`config.mk`:
```
export PLATFORM = sky130hd
export DESIGN_NAME = cnn_top
export DESIGN_NICKNAME = d
export VERILOG_FILES = /design/src/common/cnn_pkg.sv /design/src/common/fmap_stream_if.sv /design/src/design/line_buffer.sv /design/src/conv/conv3x3_stage.sv /design/src/pool/maxpool_stage.sv /design/src/design/class_stage.sv /design/src/design/cnn_top.sv
export SDC_FILE = /design/constraint.sdc
export NUM_CORES = 1
export LEC_CHECK = 0
export BUFFER_PORTS_ARGS = -buffer_cell sky130_fd_sc_hd__buf_2
export CORE_MARGIN = 5
export CORE_UTILIZATION = 57
export CTS_CLUSTER_SIZE = 14
export DETAILED_ROUTE_END_ITERATION = 10
export PLACE_DENSITY = 0.72
export SKIP_CTS_REPAIR_TIMING = 1
export SLEW_MARGIN = 20
export SYNTH_ARGS = -nofsm -noshare
export SYNTH_HDL_FRONTEND = slang
export SYNTH_SLANG_ARGS = --single-unit
```
`constraint.sdc`:
```
create_clock -name clk -period 4.65 [get_ports clk]
set_clock_uncertainty 0.2 [all_clocks]
set_input_delay 0 -clock clk [delete_from_list [all_inputs] [get_ports clk]]
set_output_delay 0 -clock clk [all_outputs]
set_load 0.02 [all_outputs]
```
`src/common/cnn_pkg.sv`:
```
package cnn_pkg;

    // =========================================================================
    // frame geometry
    // =========================================================================
    localparam int IMG_W    = 8;
    localparam int IMG_H    = 8;
    localparam int KSIZE    = 3;
    localparam int CONV_W   = IMG_W - KSIZE + 1;
    localparam int CONV_H   = IMG_H - KSIZE + 1;
    localparam int POOL_W   = CONV_W / 2;
    localparam int POOL_H   = CONV_H / 2;
    localparam int NUM_CH   = 2;
    localparam int COORD_BW = 4;

    // =========================================================================
    // data widths
    // =========================================================================
    localparam int PIX_BW  = 8;
    localparam int PIX_MAX = (1 << PIX_BW) - 1;
    localparam int W_BW    = 4;
    localparam int ACC_BW  = 16;
    localparam int SHIFT   = 2;
    // nine pooled values of 8 bits each
    localparam int SUM_BW  = 12;

    typedef logic [PIX_BW-1:0]          pixel_t;
    typedef logic [PIX_BW-1:0]          chan_t;
    typedef chan_t [NUM_CH-1:0]         fmap_t;
    typedef logic [COORD_BW-1:0]        coord_t;
    typedef logic signed [W_BW-1:0]     weight_t;
    typedef logic signed [ACC_BW-1:0]   acc_t;

    // =========================================================================
    // fixed kernel, indexed [channel][ky][kx], ky 0 is the oldest row
    // =========================================================================
    localparam weight_t CONV_WEIGHT [NUM_CH][KSIZE][KSIZE] = '{
        // horizontal edge: top minus bottom
        '{
            '{ 1,  1,  1},
            '{ 0,  0,  0},
            '{-1, -1, -1}
        },
        // box filter
        '{
            '{ 1,  1,  1},
            '{ 1,  1,  1},
            '{ 1,  1,  1}
        }
    };

    // added before the shift
    localparam acc_t CONV_BIAS [NUM_CH] = '{0, -8};

endpackage

```
`src/common/fmap_stream_if.sv`:
```
`timescale 1ns/100ps

// valid-only stream, one item per cycle with valid high
interface fmap_stream_if #(
    parameter type T = cnn_pkg::pixel_t
);
    logic            valid;
    T                data;
    // position of the item inside its own map
    cnn_pkg::coord_t col;
    cnn_pkg::coord_t row;

    modport source (
        output valid,
        output data,
        output col,
        output row
    );

    modport sink (
        input valid,
        input data,
        input col,
        input row
    );
endinterface

```
`src/design/line_buffer.sv`:
```
`timescale 1ns/100ps

module line_buffer #(
    parameter type T      = cnn_pkg::pixel_t,
    parameter int  LINE_W = cnn_pkg::IMG_W
) (
    input  logic clk,
    input  logic reset_n,
    input  logic i_shift,
    input  T     i_data,
    output T     o_row1,
    output T     o_row2
);
    // chain1 holds the previous row, chain2 the row before it
    T chain1 [LINE_W];
    T chain2 [LINE_W];

    always_ff @(posedge clk or negedge reset_n) begin
        if (!reset_n) begin
            for (int i = 0; i < LINE_W; i++) begin
                chain1[i] <= '0;
                chain2[i] <= '0;
            end
        end else if (i_shift) begin
            chain1[0] <= i_data;
            // row above spills into the second chain
            chain2[0] <= chain1[LINE_W-1];
            for (int i = 1; i < LINE_W; i++) begin
                chain1[i] <= chain1[i-1];
                chain2[i] <= chain2[i-1];
            end
        end
    end

    // tail of each chain is exactly one line behind its head
    assign o_row1 = chain1[LINE_W-1];
    assign o_row2 = chain2[LINE_W-1];

endmodule

```
`src/conv/conv3x3_stage.sv`:
```
`timescale 1ns/100ps

module conv3x3_stage (
    input  logic          clk,
    input  logic          reset_n,
    fmap_stream_if.sink   i_pix,
    fmap_stream_if.source o_conv
);
    cnn_pkg::pixel_t row1;
    cnn_pkg::pixel_t row2;
    cnn_pkg::pixel_t col_in [cnn_pkg::KSIZE];
    cnn_pkg::pixel_t win_q  [cnn_pkg::KSIZE][cnn_pkg::KSIZE-1];
    cnn_pkg::pixel_t win    [cnn_pkg::KSIZE][cnn_pkg::KSIZE];
    cnn_pkg::acc_t   acc    [cnn_pkg::NUM_CH];
    cnn_pkg::acc_t   scaled [cnn_pkg::NUM_CH];
    cnn_pkg::fmap_t  relu;
    logic            win_ready;

    // =========================================================================
    // row delay for the two rows above the current pixel
    // =========================================================================
    line_buffer #(
        .T      (cnn_pkg::pixel_t),
        .LINE_W (cnn_pkg::IMG_W)
    ) u_row_buf (
        .clk     (clk),
        .reset_n (reset_n),
        .i_shift (i_pix.valid),
        .i_data  (i_pix.data),
        .o_row1  (row1),
        .o_row2  (row2)
    );

    // newest window column, oldest row on top
    always_comb begin
        col_in[0] = row2;
        col_in[1] = row1;
        col_in[2] = i_pix.data;
    end

    // older columns shift left on every accepted pixel
    always_ff @(posedge clk) begin
        if (i_pix.valid) begin
            for (int ky = 0; ky < cnn_pkg::KSIZE; ky++) begin
                for (int kx = 0; kx < cnn_pkg::KSIZE - 2; kx++) begin
                    win_q[ky][kx] <= win_q[ky][kx+1];
                end
                win_q[ky][cnn_pkg::KSIZE-2] <= col_in[ky];
            end
        end
    end

    always_comb begin
        for (int ky = 0; ky < cnn_pkg::KSIZE; ky++) begin
            for (int kx = 0; kx < cnn_pkg::KSIZE - 1; kx++) begin
                win[ky][kx] = win_q[ky][kx];
            end
            win[ky][cnn_pkg::KSIZE-1] = col_in[ky];
        end
    end

    // =========================================================================
    // multiply-accumulate, shift, relu with saturation
    // =========================================================================
    always_comb begin
        for (int ch = 0; ch < cnn_pkg::NUM_CH; ch++) begin
            acc[ch] = cnn_pkg::CONV_BIAS[ch];
            for (int ky = 0; ky < cnn_pkg::KSIZE; ky++) begin
                for (int kx = 0; kx < cnn_pkg::KSIZE; kx++) begin
                    acc[ch] = acc[ch]
                            + cnn_pkg::acc_t'(cnn_pkg::CONV_WEIGHT[ch][ky][kx])
                            * cnn_pkg::acc_t'($signed({1'b0, win[ky][kx]}));
                end
            end
            scaled[ch] = acc[ch] >>> cnn_pkg::SHIFT;
            if (scaled[ch] < 0) begin
                relu[ch] = '0;
            end else if (scaled[ch] > cnn_pkg::PIX_MAX) begin
                relu[ch] = cnn_pkg::chan_t'(cnn_pkg::PIX_MAX);
            end else begin
                relu[ch] = cnn_pkg::chan_t'(scaled[ch]);
            end
        end
    end

    // window is full once two columns and two rows have passed
    assign win_ready = i_pix.valid
                    && (i_pix.col >= cnn_pkg::KSIZE - 1)
                    && (i_pix.row >= cnn_pkg::KSIZE - 1);

    always_ff @(posedge clk or negedge reset_n) begin
        if (!reset_n) begin
            o_conv.valid <= 1'b0;
        end else begin
            o_conv.valid <= win_ready;
        end
    end

    // output position is the top-left corner of the window
    always_ff @(posedge clk) begin
        if (win_ready) begin
            o_conv.data <= relu;
            o_conv.col  <= cnn_pkg::coord_t'(i_pix.col - (cnn_pkg::KSIZE - 1));
            o_conv.row  <= cnn_pkg::coord_t'(i_pix.row - (cnn_pkg::KSIZE - 1));
        end
    end

endmodule

```
`src/pool/maxpool_stage.sv`:
```
`timescale 1ns/100ps

module maxpool_stage (
    input  logic          clk,
    input  logic          reset_n,
    fmap_stream_if.sink   i_conv,
    fmap_stream_if.source o_pool
);
    cnn_pkg::fmap_t up;
    cnn_pkg::fmap_t left_q;
    cnn_pkg::fmap_t up_left_q;
    cnn_pkg::fmap_t pooled;
    logic           pool_hit;

    function automatic cnn_pkg::chan_t max2(
        input cnn_pkg::chan_t a,
        input cnn_pkg::chan_t b
    );
        return (a > b) ? a : b;
    endfunction

    // =========================================================================
    // one conv row of history, second row output left open
    // =========================================================================
    line_buffer #(
        .T      (cnn_pkg::fmap_t),
        .LINE_W (cnn_pkg::CONV_W)
    ) u_row_buf (
        .clk     (clk),
        .reset_n (reset_n),
        .i_shift (i_conv.valid),
        .i_data  (i_conv.data),
        .o_row1  (up),
        .o_row2  ()
    );

    // left neighbours of the current item and of the item above it
    always_ff @(posedge clk) begin
        if (i_conv.valid) begin
            left_q    <= i_conv.data;
            up_left_q <= up;
        end
    end

    always_comb begin
        for (int ch = 0; ch < cnn_pkg::NUM_CH; ch++) begin
            pooled[ch] = max2(max2(left_q[ch], i_conv.data[ch]),
                              max2(up_left_q[ch], up[ch]));
        end
    end

    // bottom-right corner of each 2x2 block
    assign pool_hit = i_conv.valid && i_conv.col[0] && i_conv.row[0];

    always_ff @(posedge clk or negedge reset_n) begin
        if (!reset_n) begin
            o_pool.valid <= 1'b0;
        end else begin
            o_pool.valid <= pool_hit;
        end
    end

    always_ff @(posedge clk) begin
        if (pool_hit) begin
            o_pool.data <= pooled;
            o_pool.col  <= i_conv.col >> 1;
            o_pool.row  <= i_conv.row >> 1;
        end
    end

endmodule

```
`src/design/class_stage.sv`:
```
`timescale 1ns/100ps

module class_stage (
    input  logic                        clk,
    input  logic                        reset_n,
    fmap_stream_if.sink                 i_pool,
    output logic                        o_valid,
    output logic                        o_class,
    output logic [cnn_pkg::SUM_BW-1:0]  o_score
);
    logic [cnn_pkg::SUM_BW-1:0] sum_q    [cnn_pkg::NUM_CH];
    logic [cnn_pkg::SUM_BW-1:0] sum_next [cnn_pkg::NUM_CH];
    logic                       first_item;
    logic                       last_item;

    assign first_item = (i_pool.col == 0) && (i_pool.row == 0);
    assign last_item  = (i_pool.col == cnn_pkg::POOL_W - 1)
                     && (i_pool.row == cnn_pkg::POOL_H - 1);

    // running sum including the current item, restarted at (0,0)
    always_comb begin
        for (int ch = 0; ch < cnn_pkg::NUM_CH; ch++) begin
            sum_next[ch] = (first_item ? '0 : sum_q[ch])
                         + cnn_pkg::SUM_BW'(i_pool.data[ch]);
        end
    end

    always_ff @(posedge clk or negedge reset_n) begin
        if (!reset_n) begin
            for (int ch = 0; ch < cnn_pkg::NUM_CH; ch++) begin
                sum_q[ch] <= '0;
            end
        end else if (i_pool.valid) begin
            for (int ch = 0; ch < cnn_pkg::NUM_CH; ch++) begin
                sum_q[ch] <= sum_next[ch];
            end
        end
    end

    // =========================================================================
    // decision, channel 0 wins a tie
    // =========================================================================
    always_ff @(posedge clk or negedge reset_n) begin
        if (!reset_n) begin
            o_valid <= 1'b0;
            o_class <= 1'b0;
            o_score <= '0;
        end else begin
            o_valid <= i_pool.valid && last_item;
            if (i_pool.valid && last_item) begin
                if (sum_next[1] > sum_next[0]) begin
                    o_class <= 1'b1;
                    o_score <= sum_next[1];
                end else begin
                    o_class <= 1'b0;
                    o_score <= sum_next[0];
                end
            end
        end
    end

endmodule

```
`src/design/cnn_top.sv`:
```
`timescale 1ns/100ps

module cnn_top (
    input  logic                        clk,
    input  logic                        reset_n,
    input  logic                        i_valid,
    input  logic [cnn_pkg::PIX_BW-1:0]  i_pixel,
    output logic                        o_valid,
    output logic                        o_class,
    output logic [cnn_pkg::SUM_BW-1:0]  o_score
);
    cnn_pkg::coord_t col_cnt;
    cnn_pkg::coord_t row_cnt;

    fmap_stream_if #(.T(cnn_pkg::pixel_t)) pix_s  ();
    fmap_stream_if #(.T(cnn_pkg::fmap_t))  conv_s ();
    fmap_stream_if #(.T(cnn_pkg::fmap_t))  pool_s ();

    // =========================================================================
    // raster position of the incoming pixel
    // =========================================================================
    always_ff @(posedge clk or negedge reset_n) begin
        if (!reset_n) begin
            col_cnt <= '0;
            row_cnt <= '0;
        end else if (i_valid) begin
            if (col_cnt == cnn_pkg::IMG_W - 1) begin
                col_cnt <= '0;
                // wrap at frame end so the next frame starts at (0,0)
                if (row_cnt == cnn_pkg::IMG_H - 1) begin
                    row_cnt <= '0;
                end else begin
                    row_cnt <= row_cnt + 1'b1;
                end
            end else begin
                col_cnt <= col_cnt + 1'b1;
            end
        end
    end

    // pixel stream, same cycle as the input
    assign pix_s.valid = i_valid;
    assign pix_s.data  = i_pixel;
    assign pix_s.col   = col_cnt;
    assign pix_s.row   = row_cnt;

    conv3x3_stage u_conv (
        .clk     (clk),
        .reset_n (reset_n),
        .i_pix   (pix_s),
        .o_conv  (conv_s)
    );

    maxpool_stage u_pool (
        .clk     (clk),
        .reset_n (reset_n),
        .i_conv  (conv_s),
        .o_pool  (pool_s)
    );

    class_stage u_class (
        .clk     (clk),
        .reset_n (reset_n),
        .i_pool  (pool_s),
        .o_valid (o_valid),
        .o_class (o_class),
        .o_score (o_score)
    );

endmodule

```
==> metrics.yaml <==
setup_violations: 21
cts_made_buffers: 41
areaGrowthSynthToFinish_pct: 18.9
routedWlPerCell_um: 16.4
placed_cell_area_um2: 21900
yosys.area_share.simple_pct: 4.57
worstPathCellList: "buf_4 > buf_4 > fa_1 > inv_1 > fa_1 > fa_1 > inv_1 > fa_2 > inv_2 > ha_4 > a211o_1 > a21oi_2 > o211ai_1 > and2_1 > buf_4 > a211oi_4 > o21a_1"
drt_wl_total_um: 36700
hpwl_um: 25500
synth_area_um2: 20200
core_area_um2: 35300
yosysWarnings: 0
finalNetCount: 1953
antenna_found_initial: 0
syn-num-nets: 1763
ctsLongestPathBuffers: 3
syn-instance-count: 1550
synth-async-reset-ratio_pct: 68.3
cts.htree.levels: 2
synth_top_family_by_area: "adder cells"
maxSlewHeadroom_pct: 31.8
stdcell_area_um2: 24100
synth.top_cell.area_share_pct: 33.6
synth_seq_cells: 398
worst_pin_slew_ns: 1.02
fmax_mhz: 199
cts_tree: "done"
synth.area.top_cells: "dfrtp_1, edfxtp_1, mux2_2, fa_1, ha_1"
seq_area_frac_synth_pct: 52.3
critPathRequiredTime_ns: 4.87
n_antenna_cell: 0
port_buffers: 24
synth_xor_xnor_area_share_pct: 2.03
finalCriticalPeriod_ns: 5.03
end_kind: "register"
setup_ws_ns: -0.378
final_common_cell: "dfrtp_1"
path_buf_inv: 6
vias_per_cell: 5.29
cp_slowest_cell: "fa_2"
worstPathArrival_ns: 5.25
fin_util_pct: 68.1
cp_top_family: "adder cells"
cp-start-kind: "register"
synthAdderAreaFrac_pct: 15.4
drt_iter0_markers: 403
initial_core_util_pct: 57.3
worstSkewPairLatency_ns: 0.55
postRouteAntennaNets: 0
status: "finished with violations"
synth_area_per_cell_um2: 13.1
maxSlewViolCount: 0
dieArea_um2: 39400
synth_top_area_cell: "dfrtp_1"
drt-pass1-iter-count: 4
synth-edff-count: 126
finalCritPeriodShare_pct: 108
die_h_um: 198
hold_path.class: "in -> reg"
violations: "setup timing"
cts_sinks: 398
pin_count: 25
synth_compound_gate_area_share_pct: 6.44
rows: 69
clk_pin_slew_ns: 0.06
worst_path_largest_cell_delay_ns: 0.54
drive_gt1_share_pct: 31.4
dr_total_vias: 11809
path_class: "reg -> reg"
drc: 0
hold_viol_final: 0
max-cap-violations: 0
muxShareOfSynthArea_pct: 14.4
gp_congestion: 0.896
die_w_um: 198
grt_max_degree: 96
ys_types: 59
clock-root-buffer: "clkbuf_16"
track_usage_pct: 18.7
grt_first_pass_wirelength_um: 59900
overflow: 0
grt_pass1_vias: 12236
cp_max_fo: 8
synth_ff_type: "dfrtp_1"
mostFrequentLayoutCells: "dfrtp_1, mux2_2, inv_1"
grt_setup_unrepaired: "yes"
layer usage:
metal | share of wire, % | global-route usage [%]
met1 | 43 | 24.4
met2 | 51 | 32.4
met3 | 2.9 | 2.68
met4 | 3.0 | 6.53
met5 | 0 | 0
path summary, 6_finish.rpt:
check | startpoint | end | slack [ns] | depth (start not counted)
min reg2reg | u_conv.o_conv.row[2]$_DFFE_PP_ | u_pool.o_pool.row[1]$_DFFE_PP_ | 0.21 | 0
min in group asynchronous | reset_n | u_pool.u_row_buf.chain1[60]$_DFFE_PN0P_ | 0.48 | 4
max | u_conv.win_q[0][11]$_DFFE_PP_ | u_conv.o_conv.data[14]$_SDFFCE_PN0P_ | -0.38 | 17
max reg2reg | u_conv.win_q[0][11]$_DFFE_PP_ | u_conv.o_conv.data[14]$_SDFFCE_PN0P_ | -0.38 | 17
min | i_pixel[4] | u_conv.win_q[2][4]$_DFFE_PP_ | 0.01 | 2
max in group asynchronous | reset_n | u_conv.u_row_buf.chain2[13]$_DFFE_PN0P_ | 3.22 | 4
synthesized netlist by cell type, types with 2 or more instances:
cell type / number
nor4_1: 2
and3_1: 5
xnor2_1: 27
and2_1: 14
mux2i_1: 57
edfxtp_1: 126
or2_2: 5
nor3_1: 5
clkbuf_1: 30
nand4_1: 9
ha_1: 123
nand2b_1: 4
inv_1: 212
nor3b_1: 2
a211oi_1: 7
and4_1: 8
o211ai_1: 5
buf_2: 2
dfrtp_1: 272
a21boi_0: 5
a21oi_1: 42
o21bai_1: 7
xor2_1: 18
o21a_1: 28
a22oi_1: 3
a211o_1: 2
or3_1: 3
mux2_2: 208
o21ai_0: 54
nor2b_1: 9
nor2_1: 34
a31oi_1: 3
buf_1: 9
fa_1: 79
a21o_1: 26
buf_6: 2
a31o_2: 2
nand3_1: 7
o221ai_1: 10
nand2_1: 65
final cells by class:
cell class | count | area (um2)
fill | 2457 | 11200
sequential | 398 | 10600
multi-input combinational | 899 | 9340
timing repair buffer | 188 | 1450
clock buffer | 65 | 1210
inverter | 212 | 798
tap | 461 | 577
clock inverter | 11 | 91.3
metrics by stage:
step,TNS (ns),setup slack (ns),std cells,hold slack [ns]
global route,-8.44,-0.513,2234,0.0189
finish,-4.14,-0.378,2234,0.0103
CTS,-9.16,-0.544,2203,-0.754
global placement,-5.79,-0.383,2127,-0.170
detailed placement,-8.47,-0.533,2127,-0.161
floorplan,-2.22,-0.277,1550,-0.496
state kept, by name, indices dropped and copies added, names as in the netlist, 8 cells and up:
name                     cells
u_class.o_score             12
u_conv.o_conv.data          16
u_conv.u_row_buf.chain1     56
u_conv.u_row_buf.chain2     56
u_conv.u_row_buf.o_row1      8
u_conv.u_row_buf.o_row2      8
u_pool.u_row_buf.chain1     80
u_pool.u_row_buf.o_row1     16
u_pool.left_q               16
u_class.sum_q               24
u_conv.win_q                48
u_pool.up_left_q            16
u_pool.o_pool.data          16
cell families (layout without fill, tap and decap cells):
kind of cell	count (synthesis)	after routing
adder cells (fa/ha/maj)	202	202
multiplexers	265	265
flip-flops	398	398
AO/OA/AOI/OAI	202	202
XOR/XNOR	46	46
buffers and inverters	255	476
AND/OR/NAND/NOR	182	184
Power is not shown: default switching activity piles up to over one toggle a cycle in this logic, so the estimate is an artifact.
